### src/fabric_pkg.sv
// ------------------------------
// memory fabric package
// address map, memory sizes and the
// width types shared by all blocks
// ------------------------------
package fabric_pkg;

  // ------------------------------
  // width types
  // ------------------------------
  typedef logic [31:0] addr_t;
  typedef logic [63:0] data_t;
  typedef logic [7:0]  strb_t;

  // destination of a request, also the order queue entry
  typedef logic [1:0]  dest_t;

  localparam dest_t DEST_ROM = 2'd0;
  localparam dest_t DEST_RAM = 2'd1;
  localparam dest_t DEST_ERR = 2'd2;

  localparam int unsigned WORD_BYTES = $bits(data_t) / 8;

  // ------------------------------
  // address map
  // ------------------------------
  localparam addr_t       ROM_BASE  = 32'h0001_0000;
  localparam int unsigned ROM_WORDS = 64;

  localparam addr_t       RAM_BASE  = 32'h8000_0000;
  localparam int unsigned RAM_WORDS = 256;

  // upper half of every rom word is this tag plus the word index
  localparam logic [31:0] ROM_TAG = 32'hB007_0000;

  // requests that may wait for a response at the same time
  localparam int unsigned ORDER_DEPTH = 4;

endpackage

### src/req_router.sv
// ------------------------------
// request router
// decodes the address of each request and
// steers it to the rom, the ram or the error path
// ------------------------------
`timescale 1ns/1ps

module req_router (
  input  logic              req_valid_i,
  input  logic              req_we_i,
  input  fabric_pkg::addr_t req_addr_i,
  input  fabric_pkg::strb_t req_be_i,
  input  fabric_pkg::data_t req_wdata_i,
  output logic              req_ready_o,

  output logic              rom_req_valid_o,
  input  logic              rom_req_ready_i,
  output logic              ram_req_valid_o,
  input  logic              ram_req_ready_i,

  output logic              slv_we_o,
  output fabric_pkg::addr_t slv_addr_o,
  output fabric_pkg::strb_t slv_be_o,
  output fabric_pkg::data_t slv_wdata_o,

  output logic              tag_valid_o,
  output fabric_pkg::dest_t tag_o,
  input  logic              tag_ready_i
);

  import fabric_pkg::*;

  // end addresses, excluded from their region
  localparam addr_t ROM_END = ROM_BASE + addr_t'(ROM_WORDS * WORD_BYTES);
  localparam addr_t RAM_END = RAM_BASE + addr_t'(RAM_WORDS * WORD_BYTES);

  dest_t dest;
  logic  slv_ready;

  // ------------------------------
  // address decode
  // ------------------------------
  always_comb begin
    if (req_addr_i >= ROM_BASE && req_addr_i < ROM_END) begin
      dest = DEST_ROM;
    end else if (req_addr_i >= RAM_BASE && req_addr_i < RAM_END) begin
      dest = DEST_RAM;
    end else begin
      dest = DEST_ERR;
    end
  end

  // error path needs no slave
  always_comb begin
    case (dest)
      DEST_ROM: slv_ready = rom_req_ready_i;
      DEST_RAM: slv_ready = ram_req_ready_i;
      default:  slv_ready = 1'b1;
    endcase
  end

  // ------------------------------
  // handshakes
  // ------------------------------
  // slave and order queue take the request in the same transfer
  assign req_ready_o     = tag_ready_i && slv_ready;
  assign rom_req_valid_o = req_valid_i && tag_ready_i && (dest == DEST_ROM);
  assign ram_req_valid_o = req_valid_i && tag_ready_i && (dest == DEST_RAM);

  assign tag_valid_o = req_valid_i && slv_ready;
  assign tag_o       = dest;

  // shared request payload
  assign slv_we_o    = req_we_i;
  assign slv_addr_o  = req_addr_i;
  assign slv_be_o    = req_be_i;
  assign slv_wdata_o = req_wdata_i;

endmodule

### config.mk
export PLATFORM = sky130hd
export DESIGN_NAME = req_router
export DESIGN_NICKNAME = d
export VERILOG_FILES = /design/src/fabric_pkg.sv /design/src/req_router.sv
export SDC_FILE = /design/constraint.sdc
export NUM_CORES = 1
export LEC_CHECK = 0
export BUFFER_PORTS_ARGS = -buffer_cell sky130_fd_sc_hd__buf_2
export CORE_AREA = 2 2 86 88
export DETAILED_ROUTE_END_ITERATION = 10
export DIE_AREA = 0 0 88 90
export SETUP_SLACK_MARGIN = 0.4
export SYNTH_ARGS = -nofsm -noshare
export SYNTH_HDL_FRONTEND = slang
export SYNTH_SLANG_ARGS = --single-unit
### constraint.sdc
create_clock -name vclk -period 1.97
set_input_delay 0.197 -clock vclk [all_inputs]
set_output_delay 0.197 -clock vclk [all_outputs]
set_load 0.005 [all_outputs]
== Word level (Yosys, flattened, before mapping) ==
Cells that the tools add are included.

* Bits of input ports: 109
* Memories: 0
* Bits in writable memories: 0
* Bits in latches: 0
* ROM bits: 0
* Register bits: 0
* Logic and storage cells: 16

* Shift-type cells: 0
* Equal/unequal tests: 1
* Multiplexer cells: 3
* Add/subtract/negate cells: 0
* Order comparisons: 4
* Reduce and logical (&&, ||, !) cells: 8
* Multipliers: 0
* Div/mod/pow operators: 0
* Bitwise logic cells: 0

{| class="wikitable"
|+ Operator list
! kind !! number
|-
| 32-bit by 17-bit greater-or-equal comparator with 1-bit output, second input constant || 1
|-
| 32-bit greater-or-equal comparator, second input constant || 1
|-
| 32-bit by 17-bit less-than comparator with 1-bit output, second input constant || 1
|-
| 32-bit less-than comparator, second input constant || 1
|-
| 1-bit logical AND || 7
|-
| 2-bit two-way mux || 2
|-
| 2-bit by 1-bit equality test with 1-bit output, second input constant || 1
|-
| 2-bit logical NOT || 1
|-
| 1-bit case mux with 2 select lines || 1
|}

== Depth between registers and ports, before layout ==
* Depth in word-level cells: 7
* Gate-level depth with buffers: 3
* Mapped depth without buffers: 3

== Worst setup path before layout ==
OpenSTA, ideal clock, no wires.

* Kind: input to output
* Start point: input port req_addr_i[9]
* End point: output port rom_req_valid_o
* Cell stages on the path: 2
* Setup slack: 0.792 ns
* Buffers on the path: 0
* Arrival time: 0.981 ns
* Path through: or4b_4 nor4_2

* Word-level cells in the longest chain between the ends: 6
* Elaborated cells on any way between the ends: 10

{| class="wikitable"
|+ Ends and longest elaborated chain
! element !! line !! text
|-
| start: declaration || req_router.sv:11 || <nowiki>input fabric_pkg::addr_t req_addr_i,</nowiki>
|-
| 32-bit greater-or-equal comparator / 32-bit less-than comparator (equally long branches) || req_router.sv:46 || <nowiki>end else if (req_addr_i >= RAM_BASE && req_addr_i < RAM_END) begin</nowiki>
|-
| 1-bit logical AND || req_router.sv:46 ||
|-
| 2-bit two-way mux || req_router.sv:46 ||
|-
| 2-bit two-way mux * || req_router.sv:44 || <nowiki>if (req_addr_i >= ROM_BASE && req_addr_i < ROM_END) begin</nowiki>
|-
| 2-bit logical NOT * || req_router.sv:67 || <nowiki>assign rom_req_valid_o = req_valid_i && tag_ready_i && (dest == DEST_ROM);</nowiki>
|-
| 1-bit logical AND * || req_router.sv:67 ||
|-
| end: declaration || req_router.sv:16 || <nowiki>output logic rom_req_valid_o,</nowiki>
|}

Mark *: on every way between the ends. The rest lies on a longest branch, timed or not.

== Final worst setup path ==
* Start point: input port req_addr_i[9]
* End point: output port req_ready_o

* Word-level cells in the longest chain between the ends: 7
* Elaborated cells on any way between the ends: 12

{| class="wikitable"
|+ Ends and longest elaborated chain
! element !! line !! text
|-
| 32-bit greater-or-equal comparator / 32-bit less-than comparator (equally long branches) || req_router.sv:46 ||
|-
| 1-bit logical AND || req_router.sv:46 ||
|-
| 2-bit two-way mux || req_router.sv:46 ||
|-
| 2-bit two-way mux * || req_router.sv:44 ||
|-
| 2-bit by 1-bit equality test with 1-bit output / 2-bit logical NOT (equally long branches) || req_router.sv:55 || <nowiki>case (dest)</nowiki>
|-
| 1-bit case mux with 2 select lines * || req_router.sv:55 ||
|-
| 1-bit logical AND * || req_router.sv:66 || <nowiki>assign req_ready_o = tag_ready_i && slv_ready;</nowiki>
|-
| end: declaration || req_router.sv:14 || <nowiki>output logic req_ready_o,</nowiki>
|}

Marked as above.

==> impl_metrics.yaml <==
outcome:
  status: "complete, no violations"
layout:
  layout-drive-gt1-share_pct: 85.9
  syn2layout_area_growth_pct: -35.0
  diodes: 0
  fin_area_um2: 609
  final.clkbuf_count: 0
  seq_area_um2: 0
  nFlopsAndLatches: 0
  layout_commonest_cell: "buf_2"
  layout.nets: 189
  final_cell_mix: "buf_2 (56), nor4_2 (3), nor4_4 (3), nand2_1 (3)"
worst_setup_path:
  cpPeakStageDelay_ps: 560
  crit_type: "in -> out"
  endpoint_kind: "primary output"
  cp.arrival_ps: 1290
  crit_start: "req_addr_i[9]"
  path_common_cell: "buf_2"
  worst-path-buf-inv: 2
  slowest_stage: "or4b_4"
  cp_cell_sequence: "buf_2 -> or4b_4 -> o22ai_2 -> a31oi_1 -> buf_2"
  startpoint_type: "primary input"
  crit_family: "simple AND/OR/NAND/NOR gates"
  worstPathMaxFanout: 3
  crit_required_ps: 1770
placed_design:
  globalplace.congestion: 0.672
  pre_cts_slack_ps: 211
  port_buffers: 56
  dp_hpwl_um: 1950
  placed_cell_area_um2: 553
route:
  dr.pass1.iters: 4
  avgRoutedWirePerCell_um: 12.6
  drt_iter0_drc: 7
  top_layer_used: "met4"
  wl_met3_um: 311
  num_vias: 526
  drc: 0
  ant_nets: 0
  vias_per_cell: 2.97
  met2_length_um: 980
  drt-met1-wl_um: 634
  wirelength_um: 2240
grt:
  grt_first_pass_wirelength_um: 2800
  antenna_found_initial: 0
  overflow: 0
  grt_max_degree: 5
  first_global_vias: 520
  grt.total_usage_pct: 4.69
cts:
  cts_hold_buffers: 0
  post_cts.repair.setup_buffers: 0
  cts_resized: 4
logic_synthesis:
  syn_nets: 236
  synth.largest_area_cell: "buf_4"
  yosysTopAreaCellShare_pct: 84.1
  synth.area.top_cells: "buf_4 (84%), nor4_1 (2.7%), nor4_2 (2.7%)"
  yosys_warnings: 0
  syn_inst: 127
  yosysSeqAreaShare_pct: 0
  syn_avg_cell_area_um2: 7.38
  syn_area_um2: 937
  synth_cell_types: 13
sta:
  worst_pin_slew_ps: 314
  period_minus_slack_ps: 1490
  slew_violations: 0
  fin_hold_ws_ps: 394
  rsz0062_at_grt: "false"
  fmax_mhz: 671
  worst_slack_ps: 479
  setup_tns_ps: 0
  relSlewSlack_pct: 78.9
  hold_violations: 0
  finalCritPeriodShare_pct: 75.7
  finalSetupViolations: 0
floorplanning:
  rows: 31
  start_util_pct: 13.3
  die_width_um: 88
  ioPinCount: 220
  core_region_area_mm2: 0.00702
  die-area_mm2: 0.00792
  die_h_um: 90
power_and_ir_drop:
  vdd_drop_max_mv: 0.0327
  cellLeakagePower_uw: 0.000273
  power_density_mw_per_mm2: 142
  total_power_uw: 86.7
worst_hold_path:
  min_from: "req_addr_i[0]"
  worstHoldPathCells: 0
  hold_end: "slv_addr_o[0]"
  hp-class: "in -> out"
flow_run:
  drv_cap: 0
[area by class of cell]
| type | count | area, um^2 |
|---|---|---|
| Fill cell | 816 | 6410 |
| Inverter | 2 | 7.51 |
| Multi-Input combinational cell | 20 | 198 |
| Tap cell | 99 | 124 |
| Timing Repair Buffer | 56 | 280 |
[stage by stage]
stage / util (%) / cells
3_3_place_gp: 7.88 / 177
5_1_grt: 8.68 / 177
4_1_cts: 8.25 / 177
2_1_floorplan: - / 127
6_report: 8.68 / 177
3_5_place_dp: 7.88 / 177
[cells in the mapped netlist, drive strengths merged]
cell / count
nand3: 2
o22ai: 1
nor3: 2
a31oi: 2
and2: 1
nor4: 6
buf: 105
inv: 2
nand2b: 1
or4b: 1
and3: 1
nand2: 3
[power breakdown]
group          internal (uW)  total (uW)  switching [uW]  leakage, uW
clock network              0           0               0            0
registers                  0           0               0            0
logic                   44.1        86.7            42.6     0.000273
total                   44.1        86.7            42.6     0.000273
[layer usage]
layer	track usage (%)	vias to the layer above
met3	1.74	38
met4	6.41	0
met5	0	-
met1	3.53	233
met2	7.64	50
li1	-	205
[kinds of logic (layout without fill, tap and decap cells)]
family	after synthesis	in the layout	synth area share (%)
buffers and inverters	107	58	84.9
AO/OA/AOI/OAI	3	3	2.67
AND/OR/NAND/NOR	17	17	12.4
[how the worst max path moves through the flow]
stage | cells past startpoint | end | slack, ps
after global routing | 5 | rom_req_valid_o | 410
after detailed placement | 5 | ram_req_valid_o | 210
after global placement | 5 | ram_req_valid_o | 260
final | 5 | req_ready_o | 480
after floorplan | 2 | rom_req_valid_o | 790
after CTS | 5 | ram_req_valid_o | 430
Note: power is estimated with default switching activity, not from simulation.
