## src/fabric_pkg.sv

```systemverilog
// ------------------------------
// memory fabric package
// address map, memory sizes and the
// width types shared by all blocks
// ------------------------------
package fabric_pkg;

  // ------------------------------
  // width types
  // ------------------------------
  typedef logic [31:0] addr_t;
  typedef logic [63:0] data_t;
  typedef logic [7:0]  strb_t;

  // destination of a request, also the order queue entry
  typedef logic [1:0]  dest_t;

  localparam dest_t DEST_ROM = 2'd0;
  localparam dest_t DEST_RAM = 2'd1;
  localparam dest_t DEST_ERR = 2'd2;

  localparam int unsigned WORD_BYTES = $bits(data_t) / 8;

  // ------------------------------
  // address map
  // ------------------------------
  localparam addr_t       ROM_BASE  = 32'h0001_0000;
  localparam int unsigned ROM_WORDS = 64;

  localparam addr_t       RAM_BASE  = 32'h8000_0000;
  localparam int unsigned RAM_WORDS = 256;

  // upper half of every rom word is this tag plus the word index
  localparam logic [31:0] ROM_TAG = 32'hB007_0000;

  // requests that may wait for a response at the same time
  localparam int unsigned ORDER_DEPTH = 4;

endpackage

```

## src/rsp_merge.sv

```systemverilog
// ------------------------------
// response merger
// keeps the order of requests in flight and
// merges slave responses and decode errors
// ------------------------------
`timescale 1ns/1ps

module rsp_merge (
  input  logic              clk_i,
  input  logic              rst_ni,

  input  logic              tag_valid_i,
  input  fabric_pkg::dest_t tag_i,
  output logic              tag_ready_o,

  input  logic              rom_rsp_valid_i,
  input  fabric_pkg::data_t rom_rsp_rdata_i,
  input  logic              rom_rsp_err_i,
  output logic              rom_rsp_ready_o,

  input  logic              ram_rsp_valid_i,
  input  fabric_pkg::data_t ram_rsp_rdata_i,
  output logic              ram_rsp_ready_o,

  output logic              rsp_valid_o,
  output fabric_pkg::data_t rsp_rdata_o,
  output logic              rsp_err_o,
  input  logic              rsp_ready_i
);

  import fabric_pkg::*;

  localparam int unsigned PTR_W = $clog2(ORDER_DEPTH);

  // ------------------------------
  // order queue
  // ------------------------------
  dest_t order_q [ORDER_DEPTH];

  logic [PTR_W-1:0] wr_ptr_q;
  logic [PTR_W-1:0] rd_ptr_q;
  logic [PTR_W:0]   count_q;

  logic  push;
  logic  pop;
  logic  head_valid;
  dest_t head;

  assign tag_ready_o = (count_q != (PTR_W+1)'(ORDER_DEPTH));
  assign push        = tag_valid_i && tag_ready_o;
  assign pop         = rsp_valid_o && rsp_ready_i;

  assign head_valid = (count_q != '0);
  assign head       = order_q[rd_ptr_q];

  always_ff @(posedge clk_i) begin
    if (push) begin
      order_q[wr_ptr_q] <= tag_i;
    end
  end

  always_ff @(posedge clk_i or negedge rst_ni) begin
    if (!rst_ni) begin
      wr_ptr_q <= '0;
      rd_ptr_q <= '0;
      count_q  <= '0;
    end else begin
      if (push) begin
        wr_ptr_q <= (wr_ptr_q == PTR_W'(ORDER_DEPTH - 1)) ? '0 : wr_ptr_q + 1'b1;
      end
      if (pop) begin
        rd_ptr_q <= (rd_ptr_q == PTR_W'(ORDER_DEPTH - 1)) ? '0 : rd_ptr_q + 1'b1;
      end
      if (push && !pop) begin
        count_q <= count_q + 1'b1;
      end else if (pop && !push) begin
        count_q <= count_q - 1'b1;
      end
    end
  end

  // ------------------------------
  // head select
  // ------------------------------
  // only the source at the head sees the ready
  assign rom_rsp_ready_o = head_valid && (head == DEST_ROM) && rsp_ready_i;
  assign ram_rsp_ready_o = head_valid && (head == DEST_RAM) && rsp_ready_i;

  always_comb begin
    rsp_valid_o = 1'b0;
    rsp_rdata_o = '0;
    rsp_err_o   = 1'b0;
    if (head_valid) begin
      case (head)
        DEST_ROM: begin
          rsp_valid_o = rom_rsp_valid_i;
          rsp_rdata_o = rom_rsp_rdata_i;
          rsp_err_o   = rom_rsp_err_i;
        end
        DEST_RAM: begin
          rsp_valid_o = ram_rsp_valid_i;
          rsp_rdata_o = ram_rsp_rdata_i;
        end
        // decode error straight from the queue
        default: begin
          rsp_valid_o = 1'b1;
          rsp_err_o   = 1'b1;
        end
      endcase
    end
  end

endmodule

```

## config.mk

```make
export PLATFORM = sky130hd
export DESIGN_NAME = rsp_merge
export DESIGN_NICKNAME = d
export VERILOG_FILES = /design/src/fabric_pkg.sv /design/src/rsp_merge.sv
export SDC_FILE = /design/constraint.sdc
export NUM_CORES = 1
export LEC_CHECK = 0
export ABC_AREA = 1
export BUFFER_PORTS_ARGS = -buffer_cell sky130_fd_sc_hd__clkbuf_2
export CAP_MARGIN = 20
export CORE_AREA = 2 2 79 81
export CTS_CLUSTER_SIZE = 25
export DETAILED_ROUTE_END_ITERATION = 6
export DIE_AREA = 0 0 81 83
export PLACE_DENSITY = 0.88
export SKIP_LAST_GASP = 1
export SYNTH_ARGS = -nofsm -noshare
export SYNTH_HDL_FRONTEND = slang
export SYNTH_SLANG_ARGS = --single-unit
export TNS_END_PERCENT = 5
```

## constraint.sdc

```tcl
create_clock -name clk_i -period 2.7 [get_ports clk_i]
set_input_delay 0.135 -clock clk_i [delete_from_list [all_inputs] [get_ports clk_i]]
set_output_delay 0.135 -clock clk_i [all_outputs]
set_load 0.01 [all_outputs]
```

---- After elaboration in Yosys (flattened, before gate mapping) ----
Memories as Yosys holds them, arrays and structs flattened.
Index checks and enable logic that the tools add are counted.
storage, ports and cells
  register bits after elaboration ......... 7
  RAM bits ................................ 8
  bits of input ports ..................... 137
  output and inout port bits .............. 69
  logic and storage cells ................. 37
  memories kept ........................... 1
operators by class
  add/sub/neg operators ................... 4
  equality and inequality tests ........... 4
  mux-type cells .......................... 12
  reductions and logical operators ........ 13
memory list
  name     words  bits a word  rd ports  clocked after Yosys merged registers in  write ports  RTL line         source
  order_q  4      2            1         0                                        1            rsp_merge.sv:38  dest_t order_q [ORDER_DEPTH];
operators with widths
  kind                   number
  $pmux W64 S2           1
  $mux W64               1
  $logic_and A1 B1 Y1    8
  $mux W3                2
  $add A2 B1 Y2 const B  2
  $eq A2 B2 Y1 const B   2
  $mux W1                4
  $mux W2                2
  $pmux W1 S2            2
  $add A3 B1 Y3 const B  1
  $ne A3 B3 Y1 const B   1
  $reduce_bool A3 Y1     1
  $sub A3 B1 Y3 const B  1
  $eq A2 B1 Y1 const B   1
  $logic_not A1 Y1       2
  $logic_not A2 Y1       1
  $reduce_bool A2 Y1     1

---- Longest topological paths before layout ----
Gate-level depths: netlist (run 1).
An unclocked memory read counts as a cell.
  depth in word-level cells ............... 8
  gate-level depth with buffers ........... 14
  depth with buffers taken out ............ 14

---- Worst setup path after synthesis (run 1) ----
OpenSTA, ideal clock, no wires.
  path kind ............................... flip-flop to flip-flop
  from .................................... register rd_ptr_q[0]
  to ...................................... register count_q[1]
  library setup time ...................... 0.125 ns
  data arrival time ....................... 1.965 ns
  required time ........................... 2.575 ns
  setup slack ............................. 0.610 ns
  stages on the path, launching flop included .. 12
  buffers on the path ..................... 1
  period minus slack after synthesis ...... 2.090 ns
  cell sequence ........................... dfrtp_1 -> inv_2 -> nand2_1 -> nand3_2 -> nand2_4 -> buf_6 -> nand3b_1 -> nand4_1 -> ha_1 -> inv_1 -> fa_1 -> mux2_2
between the ends
  cells in the longest elaborated chain, start to end .. 8
  elaborated cells between the ends (all ways) .. 11
  classes of those cells .................. 1 x eq/ne; 3 x mux; 6 x reduce/logical; 1 x memory
ends and longest elaborated chain
  what                                              RTL line         source
  start: declaration                                rsp_merge.sv:41  logic [PTR_W-1:0] rd_ptr_q;
  start signal: assignment                          rsp_merge.sv:72  rd_ptr_q <= (rd_ptr_q == PTR_W'(ORDER_DEPTH - 1)) ? '0 : rd_ptr_q + 1'b1;
  $mem_v2 Z4 W2 *                                   --
  $eq A2 B1 Y1 or $logic_not A2 Y1 (tied branches)  rsp_merge.sv:94  case (head)
  $pmux W1 S2 *                                     rsp_merge.sv:94
  $mux W1 *                                         rsp_merge.sv:93  if (head_valid) begin
  $logic_and A1 B1 Y1 *                             rsp_merge.sv:51  assign pop = rsp_valid_o && rsp_ready_i;
  $logic_not A1 Y1                                  rsp_merge.sv:74  if (push && !pop) begin
  $logic_and A1 B1 Y1                               rsp_merge.sv:74
  $mux W3 or $reduce_bool A2 Y1 (tied branches)     --
  end signal: assignment                            rsp_merge.sv:75  count_q <= count_q + 1'b1;
  end signal: assignment                            rsp_merge.sv:77  count_q <= count_q - 1'b1;
  end: declaration                                  rsp_merge.sv:42  logic [PTR_W:0] count_q;
Every way passes the cells marked *; elsewhere a longest branch is shown, timed or not.
A chain may end at the register's enable or synchronous reset.

---- Worst setup path in the final report (run 1) ----
  from .................................... register rd_ptr_q[0]
  to ...................................... output rsp_rdata_o[26]
between the ends
  cells in the longest elaborated chain, start to end .. 4
  elaborated cells between the ends (all ways) .. 5
  classes of those cells .................. 1 x eq/ne; 2 x mux; 1 x reduce/logical; 1 x memory
ends and longest elaborated chain
  what                                              RTL line         source
  $mem_v2 Z4 W2 *                                   --
  $eq A2 B1 Y1 or $logic_not A2 Y1 (tied branches)  rsp_merge.sv:94
  $pmux W64 S2 *                                    rsp_merge.sv:94
  $mux W64 *                                        rsp_merge.sv:93
  end: declaration                                  rsp_merge.sv:26  output fabric_pkg::data_t rsp_rdata_o,
Marks and branches as above.

==> results of run 1 <==
## state kept, by name, indices dropped and copies added (netlist names)
register / count
order_q: 8
count_q: 3
rd_ptr_q: 2
wr_ptr_q: 2
## worst min path at each step
| stage | startpoint | depth (start not counted) | slack [ns] | end |
|---|---|---|---|---|
| global route | tag_i[0] | 1 | 0.11 | order_q[2][0]$_DFFE_PP_ |
| CTS | tag_i[0] | 1 | 0.11 | order_q[3][0]$_DFFE_PP_ |
| floorplan | rst_ni | 0 | -0.16 | count_q[0]$_DFFE_PN0P_ |
| finish | tag_i[0] | 1 | 0.11 | order_q[2][0]$_DFFE_PP_ |
| detailed placement | rst_ni | 1 | -0.01 | wr_ptr_q[1]$_DFFE_PN0P_ |
| global placement | rst_ni | 1 | -0.02 | wr_ptr_q[0]$_DFFE_PN0P_ |
## layer usage
| metal | global-route usage [%] | up-vias |
|---|---|---|
| li1 | - | 1427 |
| met1 | 19.6 | 1284 |
| met2 | 38.0 | 157 |
| met3 | 2.93 | 15 |
| met4 | 5.70 | 0 |
| met5 | 0 | - |
## where the power goes
part,switching (mW),internal [mW]
clock,0.0833,0.104
sequential,0.0824,0.325
combinational,1.91,1.07
total,2.08,1.50
## what timing repair did
action | CTS | global route
setup buffers | 0 | 0
hold buffers | 1 | 0
endpoints found under the hold margin | 7 | 0
## cells by family (layout without fill, tap and decap cells)
family / Yosys count / in the layout / synth area share, %
AOI/OAI and AO/OA: 67 / 67 / 17.3
DFF: 15 / 15 / 21.5
muxes: 1 / 1 / 0.582
buffers and inverters: 41 / 228 / 13.7
xor gates and xnor gates: 2 / 2 / 0.905
and+or+nand+nor: 179 / 179 / 41.1
adders and majority gates: 7 / 7 / 4.91
## area by class of cell
cell class,count,area (um2)
fillers,574,2870
multi-input cells,256,1260
repair buffers,210,1070
flip-flops and latches,15,415
well taps,75,93.8
inverters,14,57.6
clock buffers,3,41.3
clock inverters,1,7.51
## metrics by stage
step / setup slack, ns / hold slack, ns
floorplan: 0.610 / -0.161
global placement: 0.620 / -0.0240
detailed placement: 0.491 / -0.0150
CTS: 0.429 / 0.106
global route: 0.232 / 0.111
finish: 0.393 / 0.110
## synthesized netlist by cell type (3+ instances only)
cell type / count / area [um2]
ha_1: 6 / 75.1
a21oi_1: 65 / 325
buf_2: 7 / 35.0
clkbuf_1: 3 / 11.3
buf_1: 3 / 11.3
nand2_1: 87 / 327
inv_1: 12 / 45.0
edfxtp_1: 8 / 240
nor2_1: 11 / 41.3
buf_6: 12 / 135
nand3_1: 72 / 360
dfrtp_1: 7 / 175
==> flow_metrics.tcl, run 1 <==
set metrics [dict create \
    outcome "finished clean" \
    cpPeakStageDelay_ns 0.51 \
    synthCells 312 \
    ys_ff_latch 15 \
    finalHoldViolCount 0 \
    final_nets 644 \
    grt-ovfl-total 0 \
    worstPathArrival_ns 2.17 \
    drtIter0Drc 74 \
    clockBufferDepth 2 \
    cp-endpoint "rsp_rdata_o[26]" \
    relSlewSlack_pct 56.2 \
    cp.required_ns 2.57 \
    firstDrtPassIters 5 \
    final-max-slew-violation-count 0 \
    r2r_end "count_q[1]$_DFFE_PN0P_" \
    wire_per_inst_um 12.3 \
    viasPerCell 5.02 \
    cts_root_buf "clkbuf_8" \
    clk_latency_ns 0.25 \
    final_layout_size_suffix_gt1_share_pct 44.5 \
    gp_congestion 0.790 \
    path_buf_inv 3 \
    cp-end-kind "output port" \
    core_area_um2 5820 \
    cts_sinks 15 \
    powerDensity_nw_per_um2 1220 \
    drc 0 \
    wl_met3_um 654 \
    wl_um 7080 \
    num_vias 2883 \
    mappedNetlistArea_um2 1940 \
    synth_fp_nets 456 \
    critPathKind "reg -> out" \
    setup-tns-final_ns 0 \
    wl_met1_um 2590 \
    drtAntennaViolNets 0 \
    worst_pin_slew_ns 0.658 \
    dp.cells 569 \
    p_leak_nw 1.58 \
    cts_tree "built" \
    grt_max_degree 67 \
    stdcell_area_um2 2940 \
    numCtsBuffers 3 \
    avgSynthCellArea_um2 6.20 \
    htreeDepth 1 \
    grtUsageTotal_pct 19.1 \
    fin_cells 574 \
    cp.depth 8 \
    crit_start "rd_ptr_q[0]$_DFFE_PN0P_" \
    total_power_mw 3.58 \
    place_area_um2 2880 \
    worst_r2r_path_depth 11 \
    ys_types 25 \
    io_buffers 205 \
    final_common_cell "clkbuf_2" \
    post_cts_resized 0 \
    async_flop_share_pct 46.7 \
    grt_pass1_wl_um 10600 \
    start_util_pct 33.3 \
    dpl.hpwl_um 5610 \
    syn_to_final_growth_pct 52.0 \
    antenna_found_initial 0 \
    report.final.setup_viol 0 \
    critical_path.top_delay_family "buffers and inverters" \
    crit_chain "inv_2 > nand2_1 > nand3_1 > nand2_2 > buf_4 > nand3_1 > a21oi_1 > clkbuf_2" \
    final_cell_mix "205 x clkbuf_2, 87 x nand2_1, 72 x nand3_1, 65 x a21oi_1, 12 x inv_1" \
    ys_seq_area_share_pct 21.5 \
    period_share_pct 85.4 \
    io_pins 206 \
    cap_viol_max_count 0 \
    fin_util_pct 50.6 \
    die-area_um2 6720 \
    vdd_drop_max_mv 0.816 \
    ys.flop_type "edfxtp_1" \
    diodes 0 \
    r2r-start "rd_ptr_q[0]$_DFFE_PN0P_" \
    rsz0062_at_grt "false" \
    cp_common_cell "nand3_1" \
    cp-start-kind "flop" \
    grt_pass1_vias 2536 \
    cts.reportedPaths.clkPinSlew_ns 0.06 \
    fp.dieW_um 81 \
    row_count 28 \
    finalCriticalPeriod_ns 2.31 \
    yosys_warnings 0 \
    fp.dieH_um 83 \
    fin_worst_skew_ns 0.00397 \
    top_layer_used "met4" \
    cp_slowest_cell "buf_4" \
    dr_wl_met2_um 3720 \
    hp-class "in -> reg" \
    synth_edf_count 8 \
    cp_max_fo 66 \
    timing.fmax_ghz 0.433 \
    ff2ff_setup_slack_ns 0.45 \
]
Note: power is estimated with default switching activity, not from simulation.
==> inputs of run 2 (changes only) <==
--- a/config.mk
+++ b/config.mk
@@ -8,11 +8,11 @@
 export ABC_AREA = 1
 export BUFFER_PORTS_ARGS = -buffer_cell sky130_fd_sc_hd__clkbuf_2
 export CAP_MARGIN = 20
-export CORE_AREA = 2 2 79 81
+export CORE_MARGIN = 4
+export CORE_UTILIZATION = 36
 export CTS_CLUSTER_SIZE = 25
 export DETAILED_ROUTE_END_ITERATION = 6
-export DIE_AREA = 0 0 81 83
-export PLACE_DENSITY = 0.88
+export PLACE_DENSITY = 0.94
 export SKIP_LAST_GASP = 1
 export SYNTH_ARGS = -nofsm -noshare
 export SYNTH_HDL_FRONTEND = slang
==> run 2 against run 1 <==
  * Sequential cell count stayed put
  * Via count hardly changed
  * Cell count is 0.87% lower
  * Clock power is 5% lower
  * Count of clock-buffer cells in the layout is 1 higher
  * Largest cell class unchanged
  * Sequential power is 1% higher
==> flow_metrics.tcl, run 2 (same netlist as run 1, synthesis figures left out) <==
set metrics [dict create \
    timing.fmax_ghz 0.425 \
    worstPathArrival_ns 2.22 \
    drtIter0Drc 105 \
    io_buffers 205 \
    clk_latency_ns 0.25 \
    cp_slowest_cell "dfrtp_1" \
    start_util_pct 37.4 \
    finalCriticalPeriod_ns 2.35 \
    cts_hold_buffers 1 \
    largest_reg_flops 8 \
    grt_pass1_vias 2633 \
    setup-tns-final_ns 0 \
    p_leak_nw 1.58 \
    fin_worst_skew_ns 0.00486 \
    cpPeakStageDelay_ns 0.51 \
    finalHoldViolCount 0 \
    firstDrtPassIters 4 \
    cts.reportedPaths.clkPinSlew_ns 0.06 \
    regMostFlops "order_q" \
    n_fill_cell 486 \
    r2r_end "count_q[1]$_DFFE_PN0P_" \
    dpl.hpwl_um 5770 \
    grt-ovfl-total 0 \
    seqCellArea_um2 415 \
    cap_viol_max_count 0 \
    ff2ff_setup_slack_ns 0.40 \
    antenna_found_initial 0 \
    viasPerCell 5.07 \
    gp_congestion 0.855 \
    hold_ws_ns 0.121 \
    powerDensity_nw_per_um2 1230 \
    cp_max_fo 66 \
    cp-start-kind "flop" \
    r2r-start "rd_ptr_q[0]$_DFFE_PN0P_" \
    final_common_cell "clkbuf_2" \
    fp.dieH_um 81.3 \
    grt_pass1_wl_um 11100 \
    vdd_drop_max_mv 0.740 \
    cp_common_cell "nand3_1" \
    clockBufferDepth 2 \
    syn_to_final_growth_pct 51.5 \
    grtUsageTotal_pct 20.4 \
    outcome "finished clean" \
    htreeDepth 1 \
    wire_per_inst_um 13.3 \
    fp.dieW_um 81.3 \
    hold-path-endpoint "order_q[0][0]$_DFFE_PP_" \
    num_vias 2882 \
    period_share_pct 87.2 \
    grt_max_degree 67 \
    numCtsBuffers 3 \
    cts_root_buf "clkbuf_8" \
    critical_path.top_delay_family "buffers and inverters" \
    top_regs "order_q x8, count_q x3" \
    path_buf_inv 3 \
    worst_r2r_path_depth 11 \
    wl_um 7590 \
    core_area_um2 5170 \
    final-max-slew-violation-count 0 \
    drc 0 \
    final_cell_mix "205 x clkbuf_2, 87 x nand2_1, 72 x nand3_1, 65 x a21oi_1, 12 x inv_1" \
    worst_pin_slew_ns 0.656 \
    hp-start "tag_i[0]" \
    drtAntennaViolNets 0 \
    relSlewSlack_pct 56.3 \
    postCtsSetupRepairBufs 0 \
    cts_tree "built" \
    diodes 0 \
    hold_depth 1 \
    hp-class "in -> reg" \
    report.final.setup_viol 0 \
    cp-end-kind "output port" \
    multi_input_area_um2 1260 \
    cp.required_ns 2.57 \
    row_count 26 \
    final_layout_size_suffix_gt1_share_pct 44.3 \
    rsz0062_at_grt "false" \
    io_pins 206 \
    final_nets 644 \
    cts_sinks 15 \
    post_cts_resized 0 \
    critPathKind "reg -> out" \
    die-area_um2 6610 \
    crit_chain "inv_2 > nand2_1 > nand3_1 > nand2_2 > buf_4 > nand3_1 > a21oi_1 > clkbuf_2" \
]
## run 2: cell count changes in the layout (fill, tap and decap cells not counted)
cell | previous run | this run
clkinvlp_4 | 1 | 0
clkbuf_1 | 0 | 1
## run 2: area by class of cell
class,count,area share (%)
inverters,14,1.96
multi-input cells,256,43.0
clock buffers,4,1.54
repair buffers,210,36.4
flip-flops and latches,15,14.2
well taps,70,2.99
## run 2: power breakdown
part           leakage, nW  total [mW]  switching, mW  internal (mW)
registers            0.157       0.412         0.0869          0.325
logic                 1.40        3.01           1.93           1.07
clock network       0.0228       0.178         0.0731          0.104
total                 1.58        3.60           2.09           1.50
## run 2: worst max-delay path by stage
stage | from | end | slack (ns) | cells past startpoint
detailed placement | rd_ptr_q[0]$_DFFE_PN0P_ | count_q[1]$_DFFE_PN0P_ | 0.44 | 10
global route | rd_ptr_q[0]$_DFFE_PN0P_ | rsp_rdata_o[10] | 0.20 | 8
finish | rd_ptr_q[0]$_DFFE_PN0P_ | rsp_rdata_o[30] | 0.35 | 8
floorplan | rd_ptr_q[0]$_DFFE_PN0P_ | count_q[1]$_DFFE_PN0P_ | 0.61 | 11
CTS | rd_ptr_q[0]$_DFFE_PN0P_ | rsp_rdata_o[63] | 0.35 | 8
global placement | rd_ptr_q[0]$_DFFE_PN0P_ | count_q[1]$_DFFE_PN0P_ | 0.62 | 11
## run 2: stage by stage
step | setup WS [ns] | util, % | cells | power, mW | instance area (um2)
6_report | 0.347 | 56.7 | 569 | 3.60 | 2930
5_1_grt | 0.195 | 56.7 | 569 | 3.95 | 2930
4_1_cts | 0.346 | 56.7 | 569 | 3.62 | 2930
3_5_place_dp | 0.442 | 55.6 | 564 | 3.43 | 2880
3_3_place_gp | 0.617 | 55.6 | 564 | 3.33 | 2880
2_1_floorplan | 0.610 | - | 312 | 2.61 | 1940
## run 2: worst register-to-register path: stages, from the launching register on
cell	delay, ns
dfrtp_1	0.51
inv_2	0.10
nand2_1	0.10
nand2_1	0.05
nand2_1	0.05
nand2_1	0.08
nand3b_1	0.08
nand4_1	0.17
ha_1	0.24
inv_1	0.11
fa_1	0.42
mux2_2	0.26
## run 2: routing by layer
| metal | vias to the layer above | part of all wire (%) | track usage [%] |
|---|---|---|---|
| met4 | 0 | 0.74 | 5.24 |
| met3 | 5 | 9.4 | 3.44 |
| li1 | 1428 | - | - |
| met2 | 136 | 54 | 42.3 |
| met1 | 1313 | 36 | 20.2 |
| met5 | - | 0 | 0 |
==> inputs of run 3 (changes only) <==
--- a/config.mk
+++ b/config.mk
@@ -6,13 +6,13 @@
 export NUM_CORES = 1
 export LEC_CHECK = 0
 export ABC_AREA = 1
-export BUFFER_PORTS_ARGS = -buffer_cell sky130_fd_sc_hd__clkbuf_2
 export CAP_MARGIN = 20
-export CORE_MARGIN = 4
-export CORE_UTILIZATION = 36
+export CORE_AREA = 4 4 78 80
 export CTS_CLUSTER_SIZE = 25
 export DETAILED_ROUTE_END_ITERATION = 6
-export PLACE_DENSITY = 0.94
+export DIE_AREA = 0 0 82 84
+export DONT_BUFFER_PORTS = 1
+export PLACE_DENSITY = 0.61
 export SKIP_LAST_GASP = 1
 export SYNTH_ARGS = -nofsm -noshare
 export SYNTH_HDL_FRONTEND = slang
==> run 3 against run 2 <==
  * Critical path depth down 1
  * Hold slack worse by 0.084 ns
  * Worst setup slack better by 0.10 ns
  * Clock skew down 0.0024 ns
  * Wire length down 21%
  * First-iteration DRC count down 7.6%
  * Global-route usage down 5.9 points
  * Highest routed layer unchanged
==> flow_metrics.tcl, run 3 (same netlist as run 1, synthesis figures left out) <==
set metrics [dict create \
    outcome "finished clean" \
    cp.required_ns 2.57 \
    critPathKind "reg -> out" \
    fin_worst_skew_ns 0.00245 \
    relSlewSlack_pct 57.7 \
    p_leak_nw 0.715 \
    fin_util_pct 35.6 \
    period_share_pct 83.4 \
    io_buffers 0 \
    grt_pass1_vias 1717 \
    cap_viol_max_count 0 \
    clk_latency_ns 0.24 \
    dpl.hpwl_um 4620 \
    vdd_drop_max_mv 0.739 \
    powerDensity_nw_per_um2 1490 \
    grt_max_degree 67 \
    final_layout_size_suffix_gt1_share_pct 5.42 \
    fin_cells 367 \
    drtAntennaViolNets 0 \
    drtIter0Drc 97 \
    grt-ovfl-total 0 \
    num_vias 2049 \
    cp-start-kind "flop" \
    grt_pass1_wl_um 8220 \
    stdcell_area_um2 1920 \
    cp-end-kind "output port" \
    finalCriticalPeriod_ns 2.25 \
    postCtsSetupRepairBufs 0 \
    cts.reportedPaths.clkPinSlew_ns 0.06 \
    grtUsageTotal_pct 14.5 \
    cp_max_fo 66 \
    clockBufferDepth 2 \
    rsz0062_at_grt "false" \
    largest_reg_flops 8 \
    setup-tns-final_ns 0 \
    wl_um 5980 \
    final_cell_mix "87 x nand2_1, 72 x nand3_1, 65 x a21oi_1, 12 x inv_1, 11 x nor2_1" \
    worstPathArrival_ns 2.12 \
    hold_ws_ns 0.0372 \
    cts_sinks 15 \
    regMostFlops "order_q" \
    cts_tree "built" \
    wire_per_inst_um 16.3 \
    numCtsBuffers 3 \
    io_pins 206 \
    fp.dieW_um 82 \
    die-area_um2 6890 \
    antenna_found_initial 0 \
    fp.dieH_um 84 \
    gp_congestion 0.743 \
    diodes 0 \
    firstDrtPassIters 4 \
    viasPerCell 5.58 \
    final-max-slew-violation-count 0 \
    row_count 27 \
    hp-class "in -> reg" \
    core_area_um2 5410 \
    syn_to_final_growth_pct -0.711 \
    place_area_um2 1850 \
    n_fill_cell 584 \
    timing.fmax_ghz 0.444 \
    start_util_pct 35.8 \
    post_cts_resized 0 \
    worst_pin_slew_ns 0.635 \
    final_common_cell "nand2_1" \
    dp.cells 360 \
    final_nets 440 \
    top_regs "order_q x8, count_q x3" \
    drc 0 \
    cts_root_buf "clkbuf_8" \
    report.final.setup_viol 0 \
    htreeDepth 1 \
    finalHoldViolCount 0 \
]
-- run 3: cell types whose count changed in the layout (fill, tap and decap cells not counted), sizes merged --
cell	previous run	this run
clkbuf	209	3
clkinv	1	2
buf	4	3
dlygate4sd3	1	3
-- run 3: routing by layer --
| metal | wire length [um] | part of all wire [%] | track usage, % | vias up |
|---|---|---|---|---|
| li1 | - | - | - | 1020 |
| met1 | 2190 | 37 | 16.3 | 908 |
| met2 | 3140 | 53 | 28.4 | 115 |
| met3 | 581 | 9.7 | 2.38 | 6 |
| met4 | 63 | 1.1 | 1.81 | 0 |
| met5 | 0 | 0 | 0 | - |
-- run 3: what timing repair did --
item / CTS / global route
setup endpoints to repair: 0 / 0
hold endpoints to repair: 15 / 0
hold buffers: 3 / 0
-- run 3: metrics by stage --
step | power, mW | setup WS (ns)
final | 2.86 | 0.448
after global routing | 3.19 | 0.204
after CTS | 2.91 | 0.413
after detailed placement | 2.72 | 0.539
after global placement | 2.70 | 0.588
after floorplan | 2.61 | 0.610
-- run 3: path summary, 6_finish.rpt --
kind / startpoint / slack, ns / to / cells after the start
worst min-delay path: rsp_ready_i / 0.04 / rd_ptr_q[0]$_DFFE_PN0P_ / 2
worst max register to register: rd_ptr_q[0]$_DFFE_PN0P_ / 0.54 / count_q[1]$_DFFE_PN0P_ / 11
max in group asynchronous: rst_ni / 2.24 / rd_ptr_q[1]$_DFFE_PN0P_ / 1
worst max-delay path: rd_ptr_q[0]$_DFFE_PN0P_ / 0.45 / rsp_rdata_o[5] / 7
worst min register to register: count_q[2]$_DFFE_PN0P_ / 0.54 / count_q[2]$_DFFE_PN0P_ / 1
min in group asynchronous: rst_ni / 0.22 / count_q[2]$_DFFE_PN0P_ / 1
-- run 3: critical path, cell delays in order, from the launching register on --
cell and delay (ns):
dfrtp_1 0.47, inv_2 0.08, nand2_1 0.09, nand3_1 0.09
nand2_2 0.08, buf_4 0.48, nand3_1 0.13, a21oi_1 0.40
-- run 3: final cells by class --
| class | instances | area (um2) | share of cell area (%) |
|---|---|---|---|
| Clock inverter | 1 | 5.00 | 0.260 |
| Sequential cell | 15 | 415 | 21.6 |
| Tap cell | 72 | 90.1 | 4.69 |
| Timing Repair Buffer | 6 | 52.6 | 2.73 |
| Inverter | 14 | 57.6 | 2.99 |
| Clock buffer | 3 | 41.3 | 2.15 |
| Multi-Input combinational cell | 256 | 1260 | 65.6 |
-- run 3: power breakdown --
| part | leakage [nW] | switching, mW | internal [mW] |
|---|---|---|---|
| clock network | 0.0255 | 0.0733 | 0.102 |
| logic | 0.532 | 1.69 | 0.593 |
| registers | 0.157 | 0.0774 | 0.325 |
| total | 0.715 | 1.84 | 1.02 |
